<file path="config.mk">
export PLATFORM = sky130hd
export DESIGN_NAME = spi_solo_top
export DESIGN_NICKNAME = d
export VERILOG_FILES = /design/src/source/spi_solo_pkg.sv /design/src/source/spi_fifo_if.sv /design/src/source/spi_bit_clock.sv /design/src/source/spi_bus_fsm.sv /design/src/source/spi_rx_shifter.sv /design/src/source/spi_solo_top.sv /design/src/source/spi_sync_fifo.sv
export SDC_FILE = /design/constraint.sdc
export NUM_CORES = 1
export LEC_CHECK = 0
export BUFFER_PORTS_ARGS = -buffer_cell sky130_fd_sc_hd__clkbuf_2
export CAP_MARGIN = 30
export CORE_AREA = 8 8 160 162
export DETAILED_ROUTE_END_ITERATION = 6
export DIE_AREA = 0 0 168 170
export PLACE_DENSITY = 0.75
export SYNTH_ARGS = -nofsm -noshare
export SYNTH_HDL_FRONTEND = slang
export SYNTH_SLANG_ARGS = --single-unit
</file>
<file path="constraint.sdc">
create_clock -name i_ext_spi_clk_x -period 3.36 [get_ports i_ext_spi_clk_x]
set_clock_uncertainty 0.1 [all_clocks]
set_input_delay 0.672 -clock i_ext_spi_clk_x [delete_from_list [all_inputs] [get_ports i_ext_spi_clk_x]]
set_output_delay 0.672 -clock i_ext_spi_clk_x [all_outputs]
set_load 0.005 [all_outputs]
</file>
<file path="src/source/spi_solo_pkg.sv">
// SPI solo shared definitions
package spi_solo_pkg;

  ////////////////////////////////////////////////////////////
  // Data path
  ////////////////////////////////////////////////////////////

  // Bits per byte on COPI, CIPO and both FIFOs
  localparam int BYTE_BITS = 8;

  // One data byte, MSB goes out first
  typedef logic [BYTE_BITS-1:0] byte_t;

  ////////////////////////////////////////////////////////////
  // Transaction framing
  ////////////////////////////////////////////////////////////

  // Bit periods spent in each of the four framing states
  localparam int GUARD_BITS = 4;

  // Bus FSM states, in transaction order
  typedef enum logic [2:0] {
    ST_IDLE,    // CSN high, waiting for a command
    ST_START_D, // Deselected lead-in
    ST_START_S, // Selected, clock still parked low
    ST_TX,      // Shifting COPI bytes out
    ST_WAIT,    // Clock runs, no data either way
    ST_RX,      // Sampling CIPO bytes
    ST_STOP_S,  // Selected tail, clock parked
    ST_STOP_D   // Deselected tail before idle
  } spi_state_e;

  // Tx FIFO fetch happens at mid-bit before the byte boundary,
  // so the read latency of one clock is hidden by the half period
  // between the sample strobe and the next falling edge

endpackage : spi_solo_pkg

</file>
<file path="src/source/spi_fifo_if.sv">
// Byte FIFO interface
`timescale 1ns/10ps

interface spi_fifo_if;
  import spi_solo_pkg::*;

  // Write side
  logic  wr_en;   // Write strobe
  byte_t wr_data; // Byte to store
  logic  full;    // No room left

  // Read side
  logic  rd_en;   // Read strobe
  byte_t rd_data; // Valid the cycle after a read
  logic  empty;   // Nothing stored

  // The FIFO itself
  modport fifo (
    input  wr_en, wr_data, rd_en,
    output full, rd_data, empty
  );

  // Producer of bytes
  modport writer (output wr_en, wr_data, input full);

  // Consumer of bytes
  modport reader (output rd_en, input rd_data, empty);

endinterface : spi_fifo_if

</file>
<file path="src/source/spi_bit_clock.sv">
// SPI bit period phase counter
`timescale 1ns/10ps

module spi_bit_clock #(
  parameter int CLK_RATIO = 8 // Clocks per SCK period, even, at least 4
) (
  input  logic i_ext_spi_clk_x,
  input  logic i_srst,
  output logic sck_phase_o,  // Free-running SCK level
  output logic bit_start_o,  // Phase 0, falling edge
  output logic bit_sample_o  // Mid period, rising edge
);

  localparam int PH_W = $clog2(CLK_RATIO);

  logic [PH_W-1:0] phase_q; // 0 .. CLK_RATIO-1

  // Wraps continuously from reset
  always_ff @(posedge i_ext_spi_clk_x) begin
    if (i_srst) begin
      phase_q <= '0;
    end else if (phase_q == PH_W'(CLK_RATIO - 1)) begin
      phase_q <= '0; // New bit period
    end else begin
      phase_q <= phase_q + 1'b1;
    end
  end

  // Low first half, high second half
  assign sck_phase_o  = (phase_q >= PH_W'(CLK_RATIO / 2));
  assign bit_start_o  = (phase_q == '0);
  assign bit_sample_o = (phase_q == PH_W'(CLK_RATIO / 2)); // CIPO sample point

  // Odd ratio would skew the duty cycle and the sample point
  a_ratio_even: assert property (
    @(posedge i_ext_spi_clk_x)
    ((CLK_RATIO % 2) == 0) && (CLK_RATIO >= 4)
  ) else $error("CLK_RATIO must be even and at least 4");

endmodule : spi_bit_clock

</file>
<file path="src/source/spi_bus_fsm.sv">
// SPI bus transaction FSM
`timescale 1ns/10ps

module spi_bus_fsm #(
  parameter int TX_LEN_W = 4,
  parameter int RX_LEN_W = 4,
  parameter int WAIT_W   = 3
) (
  input  logic                i_ext_spi_clk_x,
  input  logic                i_srst,
  input  logic                go_i,        // Command strobe
  input  logic [TX_LEN_W-1:0] tx_len_i,    // Bytes to send, nonzero
  input  logic [RX_LEN_W-1:0] rx_len_i,    // Bytes to receive
  input  logic [WAIT_W-1:0]   wait_cyc_i,  // Wait bit periods
  input  logic                sck_phase_i,
  input  logic                bit_start_i,
  input  logic                bit_sample_i,
  output logic                idle_o,
  output logic                csn_o,
  output logic                sck_o,
  output logic                copi_o,
  output logic                rx_sample_o, // CIPO strobe for the shifter
  spi_fifo_if.reader          tx_fifo
);
  import spi_solo_pkg::*;

  localparam int LEN_W     = (TX_LEN_W > RX_LEN_W) ? TX_LEN_W : RX_LEN_W;
  localparam int BIT_IDX_W = $clog2(BYTE_BITS);
  localparam int TMR_W     = (LEN_W + BIT_IDX_W > WAIT_W) ? LEN_W + BIT_IDX_W : WAIT_W;

  ////////////////////////////////////////////////////////////
  // Command latch
  ////////////////////////////////////////////////////////////

  logic [TX_LEN_W-1:0] tx_len_q;
  logic [RX_LEN_W-1:0] rx_len_q;
  logic [WAIT_W-1:0]   wait_q;
  logic                go_pend_q; // Accepted, waiting for phase 0

  spi_state_e state_q;
  spi_state_e nx_state;

  logic go_accept;
  assign go_accept = go_i && idle_o;

  always_ff @(posedge i_ext_spi_clk_x) begin
    if (i_srst) begin
      go_pend_q <= 1'b0;
    end else if (go_accept) begin
      go_pend_q <= 1'b1;
    end else if (bit_start_i && (state_q == ST_IDLE)) begin
      go_pend_q <= 1'b0; // FSM leaves idle on this edge
    end
  end

  // Held for the whole transaction
  always_ff @(posedge i_ext_spi_clk_x) begin
    if (go_accept) begin
      tx_len_q <= tx_len_i;
      rx_len_q <= rx_len_i;
      wait_q   <= wait_cyc_i;
    end
  end

  ////////////////////////////////////////////////////////////
  // Bit timer and state register
  ////////////////////////////////////////////////////////////

  logic [TMR_W-1:0] timer_q; // Bit periods spent in the state
  logic [TMR_W-1:0] tx_bits;
  logic [TMR_W-1:0] rx_bits;
  logic             guard_last;
  logic             byte_due; // Next falling edge starts a TX byte

  assign tx_bits    = TMR_W'(tx_len_q) * TMR_W'(BYTE_BITS);
  assign rx_bits    = TMR_W'(rx_len_q) * TMR_W'(BYTE_BITS);
  assign guard_last = (timer_q == TMR_W'(GUARD_BITS - 1));

  always_comb begin
    nx_state = state_q;
    case (state_q)
      ST_IDLE:    if (go_pend_q) nx_state = ST_START_D;
      ST_START_D: if (guard_last) nx_state = ST_START_S;
      ST_START_S: if (guard_last) nx_state = ST_TX;
      ST_TX: begin
        if (timer_q == tx_bits - 1'b1) begin
          if (rx_len_q == '0)      nx_state = ST_STOP_S;
          else if (wait_q == '0)   nx_state = ST_RX;
          else                     nx_state = ST_WAIT;
        end
      end
      ST_WAIT:    if (timer_q == TMR_W'(wait_q) - 1'b1) nx_state = ST_RX;
      ST_RX:      if (timer_q == rx_bits - 1'b1) nx_state = ST_STOP_S;
      ST_STOP_S:  if (guard_last) nx_state = ST_STOP_D;
      ST_STOP_D:  if (guard_last) nx_state = ST_IDLE;
      default:    nx_state = ST_IDLE;
    endcase
  end

  // Everything moves on the SCK falling edge only
  always_ff @(posedge i_ext_spi_clk_x) begin
    if (i_srst) begin
      state_q <= ST_IDLE;
      timer_q <= '0;
    end else if (bit_start_i) begin
      state_q <= nx_state;
      if ((nx_state != state_q) || (state_q == ST_IDLE)) timer_q <= '0;
      else                                               timer_q <= timer_q + 1'b1;
    end
  end

  ////////////////////////////////////////////////////////////
  // TX byte fetch and COPI shift
  ////////////////////////////////////////////////////////////

  byte_t tx_sr_q;    // COPI shift register
  logic  fetch_ok_q; // Last fetch found a byte

  assign byte_due =
    ((state_q == ST_START_S) && guard_last) ||
    ((state_q == ST_TX) && (timer_q != tx_bits - 1'b1) &&
     (timer_q[BIT_IDX_W-1:0] == BIT_IDX_W'(BYTE_BITS - 1)));

  // Read mid-bit so rd_data settles before the falling edge
  assign tx_fifo.rd_en = bit_sample_i && byte_due && !tx_fifo.empty;

  always_ff @(posedge i_ext_spi_clk_x) begin
    if (i_srst) begin
      fetch_ok_q <= 1'b0;
    end else if (bit_sample_i && byte_due) begin
      fetch_ok_q <= !tx_fifo.empty; // Underrun sends zeros
    end
  end

  always_ff @(posedge i_ext_spi_clk_x) begin
    if (bit_start_i) begin
      if (byte_due) tx_sr_q <= fetch_ok_q ? tx_fifo.rd_data : '0;
      else if (state_q == ST_TX) tx_sr_q <= {tx_sr_q[BYTE_BITS-2:0], 1'b0}; // MSB first
    end
  end

  ////////////////////////////////////////////////////////////
  // Bus outputs
  ////////////////////////////////////////////////////////////

  assign idle_o      = (state_q == ST_IDLE) && !go_pend_q;
  assign csn_o       = (state_q == ST_IDLE) || (state_q == ST_START_D) ||
                       (state_q == ST_STOP_D);
  assign sck_o       = sck_phase_i && ((state_q == ST_TX) || (state_q == ST_WAIT) ||
                                       (state_q == ST_RX)); // Parked low otherwise
  assign copi_o      = (state_q == ST_TX) && tx_sr_q[BYTE_BITS-1];
  assign rx_sample_o = bit_sample_i && (state_q == ST_RX);

  // Peripheral already deselected when the FSM lands in idle
  a_csn_idle: assert property (
    @(posedge i_ext_spi_clk_x) disable iff (i_srst)
    (state_q == ST_IDLE) |-> $past(csn_o)
  ) else $error("Idle entered while CSN low");

  // Zero TX length would leave the TX state unbounded
  a_tx_len_nonzero: assert property (
    @(posedge i_ext_spi_clk_x) disable iff (i_srst)
    go_accept |-> (tx_len_i != '0)
  ) else $error("Command with tx_len of zero");

endmodule : spi_bus_fsm

</file>
<file path="src/source/spi_rx_shifter.sv">
// SPI CIPO byte assembler
`timescale 1ns/10ps

module spi_rx_shifter (
  input logic        i_ext_spi_clk_x,
  input logic        i_srst,
  input logic        cipo_i,      // Peripheral data
  input logic        rx_sample_i, // Rising edge strobe in ST_RX
  spi_fifo_if.writer rx_fifo
);
  import spi_solo_pkg::*;

  localparam int CNT_W = $clog2(BYTE_BITS);

  ////////////////////////////////////////////////////////////
  // Shift and count
  ////////////////////////////////////////////////////////////

  byte_t            rx_sr_q;  // Assembled byte, MSB first
  logic [CNT_W-1:0] bit_cnt_q; // Bits taken, modulo 8
  logic             wr_q;      // Byte complete last cycle

  // Payload only, no reset
  always_ff @(posedge i_ext_spi_clk_x) begin
    if (rx_sample_i) begin
      rx_sr_q <= {rx_sr_q[BYTE_BITS-2:0], cipo_i};
    end
  end

  // RX phases are whole bytes, so the count never drifts
  always_ff @(posedge i_ext_spi_clk_x) begin
    if (i_srst) begin
      bit_cnt_q <= '0;
      wr_q      <= 1'b0;
    end else begin
      wr_q <= rx_sample_i && (bit_cnt_q == CNT_W'(BYTE_BITS - 1)); // Eighth bit
      if (rx_sample_i) bit_cnt_q <= bit_cnt_q + 1'b1;
    end
  end

  ////////////////////////////////////////////////////////////
  // FIFO write
  ////////////////////////////////////////////////////////////

  // Byte stays put until the next sample, a full period away
  assign rx_fifo.wr_data = rx_sr_q;
  assign rx_fifo.wr_en   = wr_q && !rx_fifo.full; // Dropped when full

endmodule : spi_rx_shifter

</file>
<file path="src/source/spi_solo_top.sv">
// SPI solo controller top level
`timescale 1ns/10ps

module spi_solo_top #(
  parameter int CLK_RATIO  = 8,
  parameter int TX_LEN_W   = 4,
  parameter int RX_LEN_W   = 4,
  parameter int WAIT_W     = 3,
  parameter int FIFO_DEPTH = 16
) (
  input  logic                i_ext_spi_clk_x,
  input  logic                i_srst,
  // Host TX side
  input  spi_solo_pkg::byte_t tx_data_i,
  input  logic                tx_enqueue_i,
  output logic                tx_ready_o,
  // Host RX side
  input  logic                rx_dequeue_i,
  output spi_solo_pkg::byte_t rx_data_o,
  output logic                rx_valid_o, // One cycle after dequeue
  output logic                rx_avail_o,
  // Command
  input  logic                go_i,
  input  logic [TX_LEN_W-1:0] tx_len_i,
  input  logic [RX_LEN_W-1:0] rx_len_i,
  input  logic [WAIT_W-1:0]   wait_cyc_i,
  output logic                idle_o,
  // SPI bus
  output logic                sck_o,
  output logic                csn_o,
  output logic                copi_o,
  input  logic                cipo_i
);

  spi_fifo_if tx_fifo_if ();
  spi_fifo_if rx_fifo_if ();

  logic sck_phase;
  logic bit_start;
  logic bit_sample;
  logic rx_sample;
  logic rx_valid_q;

  ////////////////////////////////////////////////////////////
  // Host handshakes
  ////////////////////////////////////////////////////////////

  assign tx_fifo_if.wr_en   = tx_enqueue_i && !tx_fifo_if.full; // Gated, full drops
  assign tx_fifo_if.wr_data = tx_data_i;
  assign tx_ready_o         = !tx_fifo_if.full;

  assign rx_fifo_if.rd_en = rx_dequeue_i && !rx_fifo_if.empty; // Empty reads ignored
  assign rx_avail_o       = !rx_fifo_if.empty;
  assign rx_data_o        = rx_fifo_if.rd_data;
  assign rx_valid_o       = rx_valid_q;

  // Matches the one-cycle read latency of the FIFO
  always_ff @(posedge i_ext_spi_clk_x) begin
    if (i_srst) rx_valid_q <= 1'b0;
    else        rx_valid_q <= rx_fifo_if.rd_en;
  end

  ////////////////////////////////////////////////////////////
  // Datapath
  ////////////////////////////////////////////////////////////

  spi_sync_fifo #(.FIFO_DEPTH(FIFO_DEPTH)) u_tx_fifo (
    .i_ext_spi_clk_x, .i_srst, .fifo_if(tx_fifo_if.fifo));

  spi_sync_fifo #(.FIFO_DEPTH(FIFO_DEPTH)) u_rx_fifo (
    .i_ext_spi_clk_x, .i_srst, .fifo_if(rx_fifo_if.fifo));

  spi_bit_clock #(.CLK_RATIO(CLK_RATIO)) u_bit_clock (
    .i_ext_spi_clk_x, .i_srst, .sck_phase_o(sck_phase),
    .bit_start_o(bit_start), .bit_sample_o(bit_sample));

  spi_bus_fsm #(.TX_LEN_W(TX_LEN_W), .RX_LEN_W(RX_LEN_W), .WAIT_W(WAIT_W)) u_bus_fsm (
    .i_ext_spi_clk_x, .i_srst, .go_i, .tx_len_i, .rx_len_i, .wait_cyc_i,
    .sck_phase_i(sck_phase), .bit_start_i(bit_start), .bit_sample_i(bit_sample),
    .idle_o, .csn_o, .sck_o, .copi_o, .rx_sample_o(rx_sample),
    .tx_fifo(tx_fifo_if.reader));

  spi_rx_shifter u_rx_shifter (
    .i_ext_spi_clk_x, .i_srst, .cipo_i, .rx_sample_i(rx_sample),
    .rx_fifo(rx_fifo_if.writer));

endmodule : spi_solo_top

</file>
<file path="src/source/spi_sync_fifo.sv">
// Synchronous byte FIFO
`timescale 1ns/10ps

module spi_sync_fifo #(
  parameter int FIFO_DEPTH = 16 // Power of two
) (
  input logic     i_ext_spi_clk_x,
  input logic     i_srst,
  spi_fifo_if.fifo fifo_if
);
  import spi_solo_pkg::*;

  localparam int PTR_W = $clog2(FIFO_DEPTH);

  ////////////////////////////////////////////////////////////
  // Storage and pointers
  ////////////////////////////////////////////////////////////

  byte_t mem [FIFO_DEPTH]; // Circular buffer

  // Extra MSB tells full from empty when the indices match
  logic [PTR_W:0] wr_ptr_q;
  logic [PTR_W:0] rd_ptr_q;

  logic do_wr; // Accepted write
  logic do_rd; // Accepted read

  assign fifo_if.empty = (wr_ptr_q == rd_ptr_q);
  assign fifo_if.full  = (wr_ptr_q[PTR_W] != rd_ptr_q[PTR_W]) &&
                         (wr_ptr_q[PTR_W-1:0] == rd_ptr_q[PTR_W-1:0]);

  assign do_wr = fifo_if.wr_en && !fifo_if.full;  // Write while full dropped
  assign do_rd = fifo_if.rd_en && !fifo_if.empty; // Read while empty ignored

  always_ff @(posedge i_ext_spi_clk_x) begin
    if (i_srst) begin
      wr_ptr_q <= '0;
      rd_ptr_q <= '0;
    end else begin
      if (do_wr) wr_ptr_q <= wr_ptr_q + 1'b1;
      if (do_rd) rd_ptr_q <= rd_ptr_q + 1'b1;
    end
  end

  // Array write, no reset on the storage
  always_ff @(posedge i_ext_spi_clk_x) begin
    if (do_wr) begin
      mem[wr_ptr_q[PTR_W-1:0]] <= fifo_if.wr_data;
    end
  end

  // Registered read port, byte holds until the next read
  always_ff @(posedge i_ext_spi_clk_x) begin
    if (do_rd) begin
      fifo_if.rd_data <= mem[rd_ptr_q[PTR_W-1:0]];
    end
  end

  ////////////////////////////////////////////////////////////
  // Integration checks
  ////////////////////////////////////////////////////////////

  // Producers must hold off while full
  a_no_wr_when_full: assert property (
    @(posedge i_ext_spi_clk_x) disable iff (i_srst)
    !(fifo_if.wr_en && fifo_if.full)
  ) else $error("FIFO written while full");

  // Consumers must hold off while empty
  a_no_rd_when_empty: assert property (
    @(posedge i_ext_spi_clk_x) disable iff (i_srst)
    !(fifo_if.rd_en && fifo_if.empty)
  ) else $error("FIFO read while empty");

endmodule : spi_sync_fifo

</file>
==> summary.md <==
| Metric | Value |
|---|---|
| Setup CP Type | reg -> out |
| Area leader, netlist | edfxtp_1 |
| Vias/cell | 6.121 |
| CTS resizes | 0 |
| Initial DRC count | 777 |
| Static leakage | 5.161 nW |
| Dpl hpwl | 17,300 um |
| Synth area leaders | edfxtp_1 (66%), mux4_2 (13%), dfxtp_1 (5.9%), ha_1 (2.0%), xor2_1 (1.6%) |
| Post-CTS Hold Fix Bufs | 0 |
| Synth async-reset ratio | 0% |
| Post-CTS setup buffer count | 0 |
| Fillers | 1,453 |
| Syn_area_per_cell | 17.74 um2 |
| CP delay by family, top | flip-flops |
| Final #Nets | 890 |
| Busiest layer in global routing | met2 |
| Critical-path cell list | xor2_1 -> nor4_1 -> nand2_1 -> clkbuf_2 |
| Period utilisation layout | 87.62% |
| Synth unique cells | 51 |
| Setup crit end kind | primary output |
| Grt met2 use | 31.17% |
| Syn_nets | 818 |
| TNS Setup | 0 ns |
| Gr ovfl total | 0 |
| Max Cap Viol | 0 |
| Post-synth top area share | 65.66% |
| Die Area | 28,560 um2 |
| Worst-skew pair later-pin latency | 0.51 ns |
| Hold WC Path Type | in -> reg |
| CTS tree | yes |
| Buffers and inverters on the worst path | 1 |
| Syn Inst Count | 771 |
| Wirelength per Cell | 23.28 um |
| Initial antenna violation count | 1 |
| Worst vdd ir | 0.3799 mV |
| # rows | 56 |
| DR DRC count | 0 |
| Placement Setup Slack | 0.6932 ns |
| Post-synth EDFFs | 299 |
| Clk slew on worst S/H paths | 0.06 ns |
| Met3 GRT Util | 3.290% |
| Pwr/cell area | 569.8 nW/um2 |
| Die Height | 170 um |
| Area Growth Syn to Fin | 13.63% |
| Synth Flop Type | edfxtp_1 |
| Core Util, Final | 67.41% |
| Slowest CP cell | dfxtp_1 |
| TritonCTS buffer count | 35 |
| Design area | 15,540 um2 |
| Critical path fanouts, max | 13 |
| Min Tclk post-route | 2.944 ns |
| Top cells by count, synth | edfxtp_1 (299), mux4_2 (80), nor2_1 (51) |
| Buffers on Ports | 39 |
| Critical Path RT | 2.59 ns |
| N_diodes | 0 |
| Final WS setup | 0.4159 ns |
| Endpoints failing hold | 0 |
| Measured slew at the worst slew-check pin | 0.7360 ns |
| Max Clock Freq | 339.7 MHz |
| M1 GR Usage | 26.96% |
| Root Driver | clkbuf_16 |
| CP peak stage delay | 0.77 ns |
| Post-DP Area | 14,360 um2 |
| Layout cells sized above 1 | 24.51% |
| Min Hold Slack | 0.2294 ns |
| Fin. max-slew vios | 0 |
| Status | complete, no violations |
| Placer Congestion | 0.8663 |
| Die W | 168 um |
| Total track usage | 19.44% |
| Clock Path Buffers | 3 |
| First-pass GRT wire length | 42,460 um |
| # clock sinks | 339 |
| Routed vias | 7,094 |
| YS warnings | 0 |
| Vias in the first global route | 7,431 |
| Initial Utilization | 59.32% |
| Drt total wl | 26,990 um |
| Core ar. | 23,050 um2 |
| Yosys reg bits | 339 |
| Most numerous cell in the Yosys netlist | edfxtp_1 |
| Drt first pass iters | 5 |
| Largest net degree at the start of global routing | 37 |
| Rel. slew slack | 50.75% |
| Mapped cell area | 13,670 um2 |
| RSZ-0062 raised after global routing | no |
| I/O Pins | 40 |
| H-Tree Level Count | 2 |
| DRT antenna net count | 0 |
| Sequential-to-total area share from yosys stat | 71.52% |
| Worst setup SP type | flop |
| Setup violators final | 0 |
| WP data arrival | 2.17 ns |
-- cell families (layout without fill, tap and decap cells) --
| kind of cell | after synthesis | after routing | synth area share (%) |
|---|---|---|---|
| compound gates | 59 | 59 | 2.736 |
| xor+xnor | 40 | 40 | 2.672 |
| fa+ha+maj | 22 | 22 | 2.013 |
| buf+inv | 56 | 154 | 1.619 |
| flops | 339 | 339 | 71.52 |
| mux | 83 | 83 | 13.40 |
| simple gates | 172 | 172 | 6.039 |
-- per-stage QoR --
stage	total power, W	instances
2_1_floorplan	0.004907	771
3_3_place_gp	0.005000	1096
3_5_place_dp	0.005011	1096
4_1_cts	0.008908	1159
5_1_grt	0.009104	1159
6_report	0.008854	1159
-- path summary, 6_finish.rpt --
| kind | start | slack [ns] | cells past startpoint | to |
|---|---|---|---|---|
| max | u_tx_fifo.rd_ptr_q[2] | 0.42 | 4 | tx_ready_o |
| min | rx_len_i[0] | 0.23 | 1 | u_bus_fsm.rx_len_q[0] |
| max reg2reg | u_bus_fsm.tx_len_q[0] | 0.64 | 8 | u_bus_fsm.timer_q[5] |
| min reg2reg | u_bit_clock.phase_q[0] | 0.36 | 1 | u_bit_clock.phase_q[0] |
-- final cells by class --
class	instances	area (um2)	share of cell area, %
repair buffers	73	475.5	3.060
multi-input cells	376	3674	23.64
clock inverters	21	244.0	1.570
flip-flops and latches	339	9782	62.95
clock buffers	42	933.4	6.007
inverters	18	67.56	0.4348
well taps	290	362.8	2.335
-- report_power, final --
group | switching [W] | internal (W) | leakage (nW)
combinational | 0.000160 | 0.000109 | 1.56
clock | 0.00155 | 0.00238 | 0.576
sequential | 0.0000465 | 0.00461 | 3.02
-- layer usage --
| metal | wire, um | share of wire (%) | vias up |
|---|---|---|---|
| met4 | 695 | 2.6 | 2 |
| li1 | - | - | 3159 |
| met2 | 12860 | 48 | 276 |
| met3 | 1745 | 6.5 | 55 |
| met1 | 11670 | 43 | 3602 |
| met5 | 12 | 0.044 | - |
-- flip-flops by register name, indices dropped and copies added, names as in the netlist --
register and cells:
rx_valid_o 1, u_bit_clock.phase_q 3, u_bus_fsm.fetch_ok_q 1, u_bus_fsm.go_pend_q 1, u_bus_fsm.rx_len_q 4, u_bus_fsm.state_q 3, u_bus_fsm.timer_q 7, u_bus_fsm.tx_len_q 4
u_bus_fsm.tx_sr_q 8, u_bus_fsm.wait_q 3, u_rx_fifo.fifo_if.rd_data 8, u_rx_fifo.mem 128, u_rx_fifo.rd_ptr_q 5, u_rx_fifo.wr_ptr_q 5, u_rx_shifter.bit_cnt_q 3, u_rx_shifter.rx_fifo.wr_data 8
u_rx_shifter.wr_q 1, u_tx_fifo.fifo_if.rd_data 8, u_tx_fifo.mem 128, u_tx_fifo.rd_ptr_q 5, u_tx_fifo.wr_ptr_q 5
-- cell usage in the layout, fill, tap and decap left out, drive strengths merged, types with 20 or more instances in the layout --
master / netlist / routed
edfxtp: 299 / 299
clkbuf: 26 / 81
mux4: 80 / 80
nor2: 53 / 53
nand2: 47 / 47
dfxtp: 40 / 40
buf: 12 / 34
xor2: 25 / 25
ha: 22 / 22
inv: 18 / 20
Power figures use the tool's default switching activity.
